==> config.mk <==
export PLATFORM = sky130hd
export DESIGN_NAME = aer_pixel_array
export DESIGN_NICKNAME = d
export VERILOG_FILES = /design/src/aer_pkg.sv /design/src/pixel_request_latch.sv /design/src/rr_group_arbiter.sv /design/src/hier_pixel_arbiter.sv /design/src/address_event_encoder.sv /design/src/aer_pixel_array.sv
export VERILOG_INCLUDE_DIRS = /design/src /design/src/src
export SDC_FILE = /design/constraint.sdc
export NUM_CORES = 1
export LEC_CHECK = 0
export BUFFER_PORTS_ARGS = -buffer_cell sky130_fd_sc_hd__buf_2
export CAP_MARGIN = 20
export CORE_UTILIZATION = 54
export DETAILED_ROUTE_END_ITERATION = 8
export PLACE_DENSITY = 0.78
export SYNTH_ARGS = -nofsm -noshare
export SYNTH_HDL_FRONTEND = slang
export SYNTH_SLANG_ARGS = --single-unit
export TNS_END_PERCENT = 5
==> constraint.sdc <==
create_clock -name clk_i -period 5.4 [get_ports clk_i]
set_input_delay 0.27 -clock clk_i [delete_from_list [all_inputs] [get_ports clk_i]]
set_output_delay 0.27 -clock clk_i [all_outputs]
set_load 0.005 [all_outputs]
==> src/aer_macros.svh <==
`ifndef AER_MACROS_SVH
`define AER_MACROS_SVH

// Pixel array geometry
`define AER_ROWS    8    // Pixel rows
`define AER_COLS    8    // Pixel columns

// Two-level arbitration grid
`define AER_GRP     2    // Pixels per group edge
`define AER_GROUPS  4    // Groups per array edge

// Address and timestamp widths
`define AER_ADDR_W  3    // Row or column address bits
`define AER_TS_W    16   // Wall-clock bits

// Row, column, polarity and timestamp packed together
`define AER_EVENT_W 23   // 3 + 3 + 1 + 16

`endif

==> src/aer_pkg.sv <==
`include "aer_macros.svh"

package aer_pkg;

    // Set code from one pixel, both bits low means idle
    typedef logic [1:0] pol_req_t;

    localparam int POL_ON_BIT  = 0;               // Brightness went up
    localparam int POL_OFF_BIT = 1;               // Brightness went down

    // One row or column index
    typedef logic [`AER_ADDR_W-1:0] addr_t;

    // Free-running wall clock value
    typedef logic [`AER_TS_W-1:0] timestamp_t;

    // Outgoing address-event word, row sits in the top bits
    typedef struct packed {
        addr_t      row;                          // Pixel row
        addr_t      col;                          // Pixel column
        logic       pol;                          // 1 = ON, 0 = OFF
        timestamp_t ts;                           // Wall clock at grant
    } event_t;

endpackage

==> src/pixel_request_latch.sv <==
`timescale 1ns/1ps
`include "aer_macros.svh"

module pixel_request_latch (
    input  logic                                             clk_i,
    input  logic                                             reset_i,
    input  aer_pkg::pol_req_t [`AER_ROWS-1:0][`AER_COLS-1:0] set_i,     // Set strobes
    input  logic [`AER_ROWS-1:0][`AER_COLS-1:0]              gnt_i,     // One-hot grant
    output logic [`AER_ROWS-1:0][`AER_COLS-1:0]              pending_o, // Waiting pixels
    output logic [`AER_ROWS-1:0][`AER_COLS-1:0]              pol_o      // Stored polarity
);

    logic [`AER_ROWS-1:0][`AER_COLS-1:0] pend_q;    // Pending flags
    logic [`AER_ROWS-1:0][`AER_COLS-1:0] pol_q;     // Captured polarity
    logic [`AER_ROWS-1:0][`AER_COLS-1:0] new_req;   // Accepted set this cycle

    // A set only counts on an idle pixel that is not being granted right now
    always_comb
    begin
        for (int r = 0; r < `AER_ROWS; r++)
        begin
            for (int c = 0; c < `AER_COLS; c++)
            begin
                new_req[r][c] = (set_i[r][c][aer_pkg::POL_ON_BIT] ||
                                 set_i[r][c][aer_pkg::POL_OFF_BIT]) &&
                                !pend_q[r][c] && !gnt_i[r][c];
            end
        end
    end

    always_ff @(posedge clk_i or posedge reset_i)
    begin
        if (reset_i)
        begin
            pend_q <= '0;                         // Nothing waiting
        end
        else
        begin
            for (int r = 0; r < `AER_ROWS; r++)
            begin
                for (int c = 0; c < `AER_COLS; c++)
                begin
                    if (gnt_i[r][c])
                        pend_q[r][c] <= 1'b0;     // Served, drop request
                    else if (new_req[r][c])
                        pend_q[r][c] <= 1'b1;     // Fresh request
                end
            end
        end
    end

    // ON wins when both bits are raised, so the ON bit is the polarity
    always_ff @(posedge clk_i)
    begin
        for (int r = 0; r < `AER_ROWS; r++)
        begin
            for (int c = 0; c < `AER_COLS; c++)
            begin
                if (new_req[r][c])
                    pol_q[r][c] <= set_i[r][c][aer_pkg::POL_ON_BIT];
            end
        end
    end

    assign pending_o = pend_q;
    assign pol_o     = pol_q;                     // Valid while pending

endmodule

==> src/rr_group_arbiter.sv <==
`timescale 1ns/1ps

module rr_group_arbiter #(
    parameter int N = 4                                  // Requesters, power of two
) (
    input  logic                 clk_i,
    input  logic                 reset_i,
    input  logic [N-1:0]         req_i,                  // Request vector
    input  logic                 advance_i,              // Choice is taken this cycle
    input  logic                 hold_i,                 // Stay on current choice
    output logic [$clog2(N)-1:0] gnt_idx_o,              // Chosen requester
    output logic                 gnt_any_o               // Some requester chosen
);

    localparam int IDX_W = $clog2(N);

    logic [IDX_W-1:0] ptr_q;                             // Highest-priority slot
    logic [IDX_W-1:0] pick;                              // First request at or after ptr
    logic             found;                             // Any request seen

    // Scan from the pointer upward, wrapping through the index width
    always_comb
    begin
        logic [IDX_W-1:0] cand;
        pick  = ptr_q;
        found = 1'b0;
        for (int i = 0; i < N; i++)
        begin
            cand = ptr_q + IDX_W'(i);                    // Wraps modulo N
            if (!found && req_i[cand])
            begin
                pick  = cand;
                found = 1'b1;
            end
        end
    end

    // Pointer update only when the choice was actually used
    always_ff @(posedge clk_i or posedge reset_i)
    begin
        if (reset_i)
        begin
            ptr_q <= '0;                                 // Start at requester 0
        end
        else if (advance_i && found)
        begin
            if (hold_i)
                ptr_q <= pick;                           // Keep the same winner on top
            else
                ptr_q <= pick + IDX_W'(1);               // Rotate past the winner
        end
    end

    assign gnt_idx_o = pick;
    assign gnt_any_o = found;

endmodule

==> src/hier_pixel_arbiter.sv <==
`timescale 1ns/1ps
`include "aer_macros.svh"

module hier_pixel_arbiter (
    input  logic                                clk_i,
    input  logic                                reset_i,
    input  logic [`AER_ROWS-1:0][`AER_COLS-1:0] pending_i,   // From the request latch
    output logic [`AER_ROWS-1:0][`AER_COLS-1:0] gnt_o,       // One-hot grant pulse
    output logic                                gnt_valid_o, // Grant this cycle
    output aer_pkg::addr_t                      gnt_row_o,   // Granted row
    output aer_pkg::addr_t                      gnt_col_o,   // Granted column
    output logic                                release_o    // Array emptied by this grant
);

    localparam int GRP_N  = `AER_GRP * `AER_GRP;         // Pixels per group
    localparam int TOP_N  = `AER_GROUPS * `AER_GROUPS;   // Groups in the array
    localparam int GRP_IW = $clog2(GRP_N);               // In-group index bits
    localparam int TOP_IW = $clog2(TOP_N);               // Group index bits
    localparam int GW     = $clog2(`AER_GROUPS);         // Group coordinate bits
    localparam int PW     = $clog2(`AER_GRP);            // In-group coordinate bits

    logic [`AER_ROWS-1:0][`AER_COLS-1:0] eff_pend;       // Pending minus the live grant
    logic [`AER_ROWS-1:0][`AER_COLS-1:0] gnt_d;
    logic [`AER_ROWS-1:0][`AER_COLS-1:0] gnt_q;
    logic [TOP_N-1:0]                    grp_req;        // Group has work
    logic [TOP_N-1:0]                    grp_multi;      // Group has two or more
    logic [TOP_N-1:0]                    lo_adv;         // Group winner used
    logic [GRP_IW-1:0]                   lo_idx [TOP_N];
    logic [TOP_IW-1:0]                   up_idx;         // Selected group
    logic                                up_any;
    logic [GRP_IW-1:0]                   sel_pix;        // Pixel inside selected group
    logic                                fire;           // Grant issued next edge
    logic                                release_d;
    aer_pkg::addr_t                      row_d;
    aer_pkg::addr_t                      col_d;
    logic                                valid_q;
    logic                                release_q;
    aer_pkg::addr_t                      row_q;
    aer_pkg::addr_t                      col_q;

    // Latch clears at the end of the grant cycle, so hide that pixel now
    assign eff_pend = pending_i & ~gnt_q;

    // Lower level, one arbiter per 2x2 group
    for (genvar g = 0; g < TOP_N; g++)
    begin : g_grp
        localparam int GR = g / `AER_GROUPS;             // Group row
        localparam int GC = g % `AER_GROUPS;             // Group column

        logic [GRP_N-1:0] grp_bits;

        for (genvar k = 0; k < GRP_N; k++)
        begin : g_pix
            assign grp_bits[k] = eff_pend[GR*`AER_GRP + k/`AER_GRP][GC*`AER_GRP + k%`AER_GRP];
        end

        assign grp_req[g]   = |grp_bits;
        assign grp_multi[g] = ($countones(grp_bits) > 1);
        assign lo_adv[g]    = up_any && (up_idx == TOP_IW'(g));   // Only the served group moves

        rr_group_arbiter #(.N(GRP_N)) u_grp_arb (
            .clk_i     (clk_i),
            .reset_i   (reset_i),
            .req_i     (grp_bits),
            .advance_i (lo_adv[g]),
            .hold_i    (1'b0),                           // Always rotate inside a group
            .gnt_idx_o (lo_idx[g]),
            .gnt_any_o ()
        );
    end

    // Upper level stays on a group until its last pixel goes
    rr_group_arbiter #(.N(TOP_N)) u_top_arb (
        .clk_i     (clk_i),
        .reset_i   (reset_i),
        .req_i     (grp_req),
        .advance_i (up_any),
        .hold_i    (grp_multi[up_idx]),                  // Last pixel acts as release
        .gnt_idx_o (up_idx),
        .gnt_any_o (up_any)
    );

    assign sel_pix = lo_idx[up_idx];
    assign fire    = up_any;                             // Chosen group always has a pixel

    // Group coordinate above in-group coordinate
    assign row_d = {up_idx[TOP_IW-1 -: GW], sel_pix[GRP_IW-1 -: PW]};
    assign col_d = {up_idx[GW-1:0], sel_pix[PW-1:0]};

    // Last pending pixel of the only busy group
    assign release_d = fire && $onehot(grp_req) && !grp_multi[up_idx];

    always_comb
    begin
        gnt_d = '0;
        if (fire)
            gnt_d[row_d][col_d] = 1'b1;
    end

    always_ff @(posedge clk_i or posedge reset_i)
    begin
        if (reset_i)
        begin
            gnt_q     <= '0;
            valid_q   <= 1'b0;
            release_q <= 1'b0;
        end
        else
        begin
            gnt_q     <= gnt_d;
            valid_q   <= fire;
            release_q <= release_d;
        end
    end

    always_ff @(posedge clk_i)
    begin
        row_q <= row_d;                                  // Qualified by valid_q
        col_q <= col_d;
    end

    assign gnt_o       = gnt_q;
    assign gnt_valid_o = valid_q;
    assign gnt_row_o   = row_q;
    assign gnt_col_o   = col_q;
    assign release_o   = release_q;

endmodule

==> src/address_event_encoder.sv <==
`timescale 1ns/1ps
`include "aer_macros.svh"

module address_event_encoder (
    input  logic                                clk_i,
    input  logic                                reset_i,
    input  logic                                gnt_valid_i,   // Grant cycle
    input  aer_pkg::addr_t                      gnt_row_i,     // Granted row
    input  aer_pkg::addr_t                      gnt_col_i,     // Granted column
    input  logic [`AER_ROWS-1:0][`AER_COLS-1:0] pol_i,         // Pending polarity
    output logic                                event_valid_o, // Event strobe
    output aer_pkg::event_t                     event_o        // Packed event word
);

    aer_pkg::timestamp_t     ts_q;                // Wall clock
    logic                    pol_sel;             // Polarity of granted pixel
    logic [`AER_EVENT_W-1:0] word_d;              // Word to capture
    aer_pkg::event_t         event_q;
    logic                    valid_q;

    // Latch still holds the polarity during the grant cycle
    assign pol_sel = pol_i[gnt_row_i][gnt_col_i];

    // Row, column, polarity, timestamp from MSB down
    assign word_d = {gnt_row_i, gnt_col_i, pol_sel, ts_q};

    // Reads 0 in the first cycle out of reset and wraps freely
    always_ff @(posedge clk_i or posedge reset_i)
    begin
        if (reset_i)
            ts_q <= '0;
        else
            ts_q <= ts_q + 1'b1;
    end

    always_ff @(posedge clk_i or posedge reset_i)
    begin
        if (reset_i)
            valid_q <= 1'b0;                      // No event out of reset
        else
            valid_q <= gnt_valid_i;               // One cycle behind the grant
    end

    always_ff @(posedge clk_i)
    begin
        if (gnt_valid_i)
            event_q <= word_d;                    // Held until the next grant
    end

    assign event_valid_o = valid_q;
    assign event_o       = event_q;

endmodule

==> src/aer_pixel_array.sv <==
`timescale 1ns/1ps
`include "aer_macros.svh"

module aer_pixel_array (
    input  logic                                             clk_i,
    input  logic                                             reset_i,
    input  aer_pkg::pol_req_t [`AER_ROWS-1:0][`AER_COLS-1:0] set_i,         // Pixel sets
    output logic [`AER_ROWS-1:0][`AER_COLS-1:0]              gnt_o,         // Grant pulse
    output logic                                             event_valid_o, // Event strobe
    output aer_pkg::event_t                                  event_o,       // Event word
    output logic                                             array_release_o // Array drained
);

    logic [`AER_ROWS-1:0][`AER_COLS-1:0] pending;  // Latch to arbiter
    logic [`AER_ROWS-1:0][`AER_COLS-1:0] pol;      // Latch to encoder
    logic [`AER_ROWS-1:0][`AER_COLS-1:0] gnt;      // Arbiter back to latch
    logic                                gnt_valid;
    aer_pkg::addr_t                      gnt_row;
    aer_pkg::addr_t                      gnt_col;

    pixel_request_latch u_latch (
        .clk_i     (clk_i),
        .reset_i   (reset_i),
        .set_i     (set_i),
        .gnt_i     (gnt),
        .pending_o (pending),
        .pol_o     (pol)
    );

    hier_pixel_arbiter u_arbiter (
        .clk_i       (clk_i),
        .reset_i     (reset_i),
        .pending_i   (pending),
        .gnt_o       (gnt),
        .gnt_valid_o (gnt_valid),
        .gnt_row_o   (gnt_row),
        .gnt_col_o   (gnt_col),
        .release_o   (array_release_o)
    );

    address_event_encoder u_encoder (
        .clk_i         (clk_i),
        .reset_i       (reset_i),
        .gnt_valid_i   (gnt_valid),
        .gnt_row_i     (gnt_row),
        .gnt_col_i     (gnt_col),
        .pol_i         (pol),
        .event_valid_o (event_valid_o),
        .event_o       (event_o)
    );

    assign gnt_o = gnt;                           // Grant is also visible outside

endmodule

==> After elaboration in Yosys (flattened, before gate mapping) <==
Cells that the tools add are included.
{ "op_classes": {"n_addsub": 144, "multipliers": 0, "div": 0, "magnitude_cmp": 104, "n_eq_ne": 16, "n_shift": 0, "mux": 446, "n_bitwise": 3, "reduce_logical": 564} }
{ "ops": {"columns": ["cell", "count"], "rows": [
  ["adder 32 bit", 16],
  ["greater-than comparator 32 x 2 -> 1 bit, second input constant", 16],
  ["2-to-1 mux 1 bit", 291],
  ["logical AND 1 bit", 227],
  ["logical NOT 1 bit", 192],
  ["less-than comparator 2 x 3 -> 1 bit, second input constant", 64],
  ["binary-select mux 1 bit (select 2 bit)", 64],
  ["nonzero test 2 bit", 64],
  ["2-to-1 mux 2 bit", 50],
  ["less-than comparator 4 x 5 -> 1 bit, second input constant", 17],
  ["adder 1 x 1 -> 2 bit", 40],
  ["binary-select mux 1 bit (select 4 bit)", 17],
  ["adder 2 x 1 -> 2 bit, second input constant", 32],
  ["adder 2 bit, second input constant", 32],
  ["bitwise AND 64 bit", 1],
  ["logical OR 1 bit", 64],
  ["2-to-1 mux 4 bit", 16],
  ["2-to-1 mux 64 bit", 1],
  ["NOT 64 bit", 1],
  ["OR reduction 4 bit", 16],
  ["adder 5 bit", 7],
  ["adder 4 bit, second input constant", 8],
  ["== test 4 bit, second input constant", 8],
  ["binary-select mux 8 bit (select 3 bit)", 1],
  ["other kinds (18)", 32]
]} }
{ "word_totals": {"regBits": 276, "latch_bits": 0, "ramBits": 0, "mem_bits_ro": 0, "output_inout_bits": 89, "word_cells": 1440, "n_memories": 0} }

==> Depth between registers and ports, before layout <==
{ "logic_depth": {"ltp_word": 62, "mapped_depth": 23, "depth_no_buf": 19} }

==> Cells and area by module <==
Synthesis repeated with hierarchy kept, for this count alone.
{ "hier_totals": {"cells_unflattened": 1778, "hier_area_um2": 17489.3} }
{ "by_module_without_submodules": {"columns": ["mod", "n_inst", "cells_per_inst", "area_each_um2"], "rows": [
  ["pixel_request_latch", 1, 385, 4648.2],
  ["hier_pixel_arbiter", 1, 454, 4395.5],
  ["rr_group_arbiter (u_arbiter.g_grp[0].u_grp_arb ...)", 16, 28, 229.0],
  ["rr_group_arbiter (u_arbiter.u_top_arb)", 1, 356, 2834.0],
  ["address_event_encoder", 1, 135, 1948.1]
]} }

==> Worst setup path before layout <==
Ideal clock, no wire load.
{ "synth_timing": {"path_kind": "flip-flop to flip-flop", "start": "reg u_arbiter.gnt_q (netlist bit u_arbiter.gnt_o[40])", "end": "reg u_arbiter.g_grp[13].u_grp_arb.ptr_q[0]", "setup_ps": 125, "arrival_time_ps": 4695, "t_required_ps": 5275, "setup_slack_ps": 580, "stages_incl_launch_ff": 19, "path_cell_list": "dfrtp_1 nand2b_1 clkbuf_1 ha_1 nand2_1 mux4_2 mux2_2 mux2i_4 nand4b_4 or4_4 o21bai_1 o2111a_1 nor3_4 buf_6 buf_2 ha_1 clkbuf_1 o311a_1 mux2_2"} }
{ "synth_via": {"elab_chain_cells": 54} }
{ "synth_lines": {"columns": ["element", "line_no", "source"], "rows": [
  ["start, declared", "hier_pixel_arbiter.sv:24", "logic [`AER_ROWS-1:0][`AER_COLS-1:0] gnt_q;"],
  ["start signal, assigned", "hier_pixel_arbiter.sv:110", "gnt_q <= gnt_d;"],
  ["NOT 64 bit *", "hier_pixel_arbiter.sv:42", "assign eff_pend = pending_i & ~gnt_q;"],
  ["bitwise AND 64 bit *", "hier_pixel_arbiter.sv:42", null],
  ["OR reduction 4 bit *", "hier_pixel_arbiter.sv:57", "assign grp_req[g] = |grp_bits;"],
  ["binary-select mux 1 bit (select 4 bit)", "rr_group_arbiter.sv:30", "if (!found && req_i[cand])"],
  ["2-to-1 mux 1 bit (implied by the code)", "rr_group_arbiter.sv:30", null],
  ["2-to-1 mux 1 bit", "rr_group_arbiter.sv:30", null],
  ["logical NOT 1 bit", "rr_group_arbiter.sv:30", null],
  ["logical AND 1 bit", "rr_group_arbiter.sv:30", null],
  ["[... 38 more ...]", null, null],
  ["logical AND 1 bit", "rr_group_arbiter.sv:30", null],
  ["2-to-1 mux 1 bit", "rr_group_arbiter.sv:30", null],
  ["logical NOT 1 bit", "rr_group_arbiter.sv:30", null],
  ["logical AND 1 bit", "rr_group_arbiter.sv:30", null],
  ["2-to-1 mux 4 bit", "rr_group_arbiter.sv:30", null],
  ["== test 4 bit", "hier_pixel_arbiter.sv:59", "assign lo_adv[g] = up_any && (up_idx == TOP_IW'(g));"],
  ["logical AND 1 bit *", "hier_pixel_arbiter.sv:59", null],
  ["logical AND 1 bit *", "rr_group_arbiter.sv:45", "else if (advance_i && found)"],
  ["end signal, assigned", "rr_group_arbiter.sv:48", "ptr_q <= pick;"],
  ["end signal, assigned", "rr_group_arbiter.sv:50", "ptr_q <= pick + IDX_W'(1);"],
  ["end, declared", "rr_group_arbiter.sv:17", "logic [IDX_W-1:0] ptr_q;"]
]} }
Every way passes the cells marked *; elsewhere a longest branch is shown, timed or not. The select of a mux whose other input is x is not followed.
A chain may end at the register's enable or synchronous reset.

==> Worst setup path after layout <==
{ "layout_timing": {"start": "reg u_arbiter.gnt_q (netlist bit u_arbiter.gnt_o[56])", "end": "reg u_arbiter.g_grp[10].u_grp_arb.ptr_q[0]"} }
{ "layout_via": {"elab_chain_cells": 54} }
{ "layout_lines": {"columns": ["element", "line_no"], "rows": [
  ["NOT 64 bit *", "hier_pixel_arbiter.sv:42"],
  ["bitwise AND 64 bit *", "hier_pixel_arbiter.sv:42"],
  ["OR reduction 4 bit *", "hier_pixel_arbiter.sv:57"],
  ["binary-select mux 1 bit (select 4 bit)", "rr_group_arbiter.sv:30"],
  ["2-to-1 mux 1 bit (implied by the code)", "rr_group_arbiter.sv:30"],
  ["2-to-1 mux 1 bit", "rr_group_arbiter.sv:30"],
  ["logical NOT 1 bit", "rr_group_arbiter.sv:30"],
  ["logical AND 1 bit", "rr_group_arbiter.sv:30"],
  ["[... 38 more ...]", null],
  ["logical AND 1 bit", "rr_group_arbiter.sv:30"],
  ["2-to-1 mux 1 bit", "rr_group_arbiter.sv:30"],
  ["logical NOT 1 bit", "rr_group_arbiter.sv:30"],
  ["logical AND 1 bit", "rr_group_arbiter.sv:30"],
  ["2-to-1 mux 4 bit", "rr_group_arbiter.sv:30"],
  ["== test 4 bit", "hier_pixel_arbiter.sv:59"],
  ["logical AND 1 bit *", "hier_pixel_arbiter.sv:59"],
  ["logical AND 1 bit *", "rr_group_arbiter.sv:45"],
  ["end signal, assigned", "rr_group_arbiter.sv:48"],
  ["end signal, assigned", "rr_group_arbiter.sv:50"],
  ["end, declared", "rr_group_arbiter.sv:17"]
]} }
Marked as above.

==> summary.md <==
| Metric | Value |
|---|---|
| Status | finished, final reports clean |
| Clock power share | 18.0% |
| Cells on worst reg2reg path | 17 |
| Internal | 5830 uW |
| Leakage | 0.00948 uW |
| GR Overflow Total | 0 |
| Core ar. | 31600 um2 |
| Largest net degree at the start of global routing | 132 |
| Max clock buf depth | 3 |
| Tcrit/Tclk final | 97.2% |
| Yosys warning count | 0 |
| Synth cell types | 87 |
| Setup TNS | 0 ns |
| Critical path launch point type | register |
| Fin crit period | 5.25 ns |
| Clock sink count | 276 |
| Max Clk Rate | 0.190 GHz |
| Routed Antenna Nets | 0 |
| Setup crit end kind | register |
| Die Area | 33000 um2 |
| Total Power | 10400 uW |
| Area leader, netlist | dfrtp_1 |
| Avg Vias per Cell | 6.08 |
| WP data arrival | 5.68 ns |
| First-pass GRT wire length | 84200 um |
| Register area share after synthesis | 42.0% |
| Slew Viols, Final | 0 |
| Top Family by Delay on Critical Path | multiplexers |
| Clock transition at path regs | 0.06 ns |
| Max-slew headroom | 36.8% |
| Setup Skew | 0.0208 ns |
| Buf+Inv Stages, Crit Path | 2 |
| Die W | 182 um |
| Max Cap Violations | 0 |
| CTS root buffer | clkbuf_16 |
| Syn_nets | 1986 |
| GR Util All Layers | 32.6% |
| Initial Utilization | 55.1% |
| Worst slew pin tran | 0.947 ns |
| H-tree level count | 1 |
| Post-synth EDFFs | 87 |
| Final Hold Fails | 0 |
| Synth area leaders | dfrtp_1, edfxtp_1, ha_1 |
| DR pass1 iterations | 8 |
| DRT Wirelength | 53400 um |
| Vias in the first global route | 15.7k |
| Seq pwr share | 27.8% |
| Setup CP Type | reg -> reg |
| Antenna cells | 0 |
| GP Congestion | 1.00 |
| Ys async rst share | 66.3% |
| Area Overhead vs Synth | 22.5% |
| Critical Path Max Stage Delay | 0.60 ns |
| Share of layout cells above drive strength 1 | 24.6% |
| Number of remaining DRC errors | 0 |
| Top cell type's share of synthesized area | 26.3% |
| HP Class | in -> reg |
| CP endpoint | u_arbiter.g_grp[10].u_grp_arb.ptr_q[0] |
| Vias | 15.4k |
| Post-Syn Area | 17400 um2 |
| Switching part of the total power | 44.1% |
| I/O Pins | 219 |
| CTS tree | built |
| RSZ-0062 raised after global routing | yes |
| P per Cell Area | 488 nW/um2 |
| Critical path's slowest cell | mux4_2 |
| Sw power | 4590 uW |
| Clk Latency, worst-skew pair | 0.56 ns |
| # nets final | 2360 |
| Port bufs | 218 |
| CP Data Required Time | 5.83 ns |
| Syn_area_per_cell | 10.0 um2 |
| DIE HEIGHT | 182 um |
| Crit path launch | u_arbiter.gnt_o[56] |
| Crit Path Max Fanout | 11 |
| Most common cell after layout, fill and taps aside | buf_2 |
| Peak VDD IR | 442 uV |
| Hold Path Stages | 3 |
| Dpl hpwl | 38600 um |
| Final Setup Violations | 0 |
| Initial drt markers | 1433 |
| Combinational share of power | 54.2% |
| Most used DFF post-synth | dfrtp_1 |
| Num CTS Buffers | 29 |
| Critical R2R Capture | u_arbiter.g_grp[10].u_grp_arb.ptr_q[0] |
| Cell row count | 65 |
| Routed len/inst | 21.0 um |
| Commonest cells after routing, fill and taps aside | buf_2, nor2_1, dfrtp_1 |
| Reg-to-Reg Start | u_arbiter.gnt_o[56] |
| Initial antenna violation count | 1 |
| Worst reg2reg setup slack | 0.15 ns |
| WP depth | 17 |
| Post-synthesis cell count | 1740 |
| Seq cells post-synth | 276 |
| CP cell instances | nand2b_1, ha_1, nand2_1, mux4_2, mux2i_1, buf_4, mux2_2, nand2_1, a211oi_1, o22ai_1, a32oi_1, a41oi_1, buf_4, nor2_1, and2_2, o311a_1, mux2_2 |
## through the flow
stage	cells	cell area [um2]	setup WS [ns]	hold WS, ns	util (%)
after global routing	2539	21400	0.00141	0.0366	67.5
after floorplan	1740	17400	0.158	0.369	-
final	2539	21400	0.149	0.0227	67.5
after detailed placement	2396	19500	0.0216	0.456	61.7
after CTS	2536	21300	0.0724	0.00866	67.2
after global placement	2396	19500	-0.0539	0.445	61.7
## power by group through the flow
| stage | combinational (uW) | clock (uW) | sequential [uW] |
|---|---|---|---|
| floorplan | 3680 | 0 | 2790 |
| global placement | 5230 | 0 | 2890 |
| detailed placement | 5360 | 0 | 2910 |
| CTS | 5450 | 1890 | 2880 |
| global route | 6080 | 1980 | 2940 |
| finish | 5650 | 1880 | 2900 |
## kinds of logic after synthesis
logic type	after synthesis	share of synthesized area [%]
simple gates	676	20.3
xor+xnor	47	2.45
flops	276	42.0
fa+ha+maj	116	9.49
buf+inv	194	4.66
compound gates	326	11.7
mux	105	9.44
## cells in the mapped netlist, types with 7 or more instances
cell / count
nor2_1: 194
dfrtp_1: 183
inv_1: 127
nand2_1: 120
nor3_1: 108
a21oi_1: 101
o21ai_0: 93
ha_1: 89
edfxtp_1: 87
nand2b_1: 60
or2_2: 43
mux4_2: 42
clkbuf_1: 38
and3_1: 36
mux2i_1: 32
xnor2_1: 30
nor3b_2: 29
fa_1: 27
mux2_2: 23
nand3_1: 23
nor2b_1: 23
o211ai_1: 21
o22ai_1: 16
o311a_1: 16
xor2_1: 15
buf_2: 11
and2_1: 8
buf_6: 8
nand4_1: 8
a211oi_1: 7
## tightest hold or removal path: stages
cell and delay (ns):
buf_2 0.10, nor3_1 0.06, nor2_1 0.10
## worst min-delay path by stage
stage,start,to
5_1_grt,set_i[59],u_latch.pending_o[29]
3_3_place_gp,u_arbiter.gnt_o[2],u_latch.pending_o[2]
6_report,set_i[37],u_latch.pending_o[18]
3_5_place_dp,u_encoder.ts_q[15],u_encoder.event_o[15]
4_1_cts,set_i[59],u_latch.pending_o[29]
2_1_floorplan,set_i[0],u_latch.pol_o[0]
## state kept, by name, summed over array words and instances, names as in the netlist
signal	count
u_arbiter.release_o	1
u_arbiter.gnt_o	64
u_latch.pending_o	64
u_arbiter.gnt_valid_o	1
u_latch.pol_o	64
u_arbiter.gnt_col_o	3
u_arbiter.gnt_row_o	3
u_arbiter.g_grp.u_grp_arb.ptr_q	32
u_encoder.event_valid_o	1
u_arbiter.u_top_arb.ptr_q	4
u_encoder.event_o	23
u_encoder.ts_q	16
## layout make-up
class | count | area [um2]
fillers | 2318 | 10300
clock buffers | 40 | 767
inverters | 132 | 505
multi-input cells | 1270 | 9360
flip-flops and latches | 276 | 7310
repair buffers | 405 | 2810
well taps | 402 | 503
clock inverters | 14 | 100
## timing repair
action                                 in CTS  in global routing
endpoints found under the hold margin     153                  0
pin swaps                                   0                  1
setup buffers                               0                  2
setup endpoints to repair                   4                 84
hold buffers                               86                  0
resized for setup                           1                 13
## metal layers
metal	vias to the layer above	part of all wire (%)	track usage, %
met2	810	49	55.0
li1	6939	-	-
met4	0	4.1	13.7
met3	155	8.1	4.53
met1	7532	39	42.4
met5	-	0	0
Note: power is estimated with default switching activity, not from simulation.
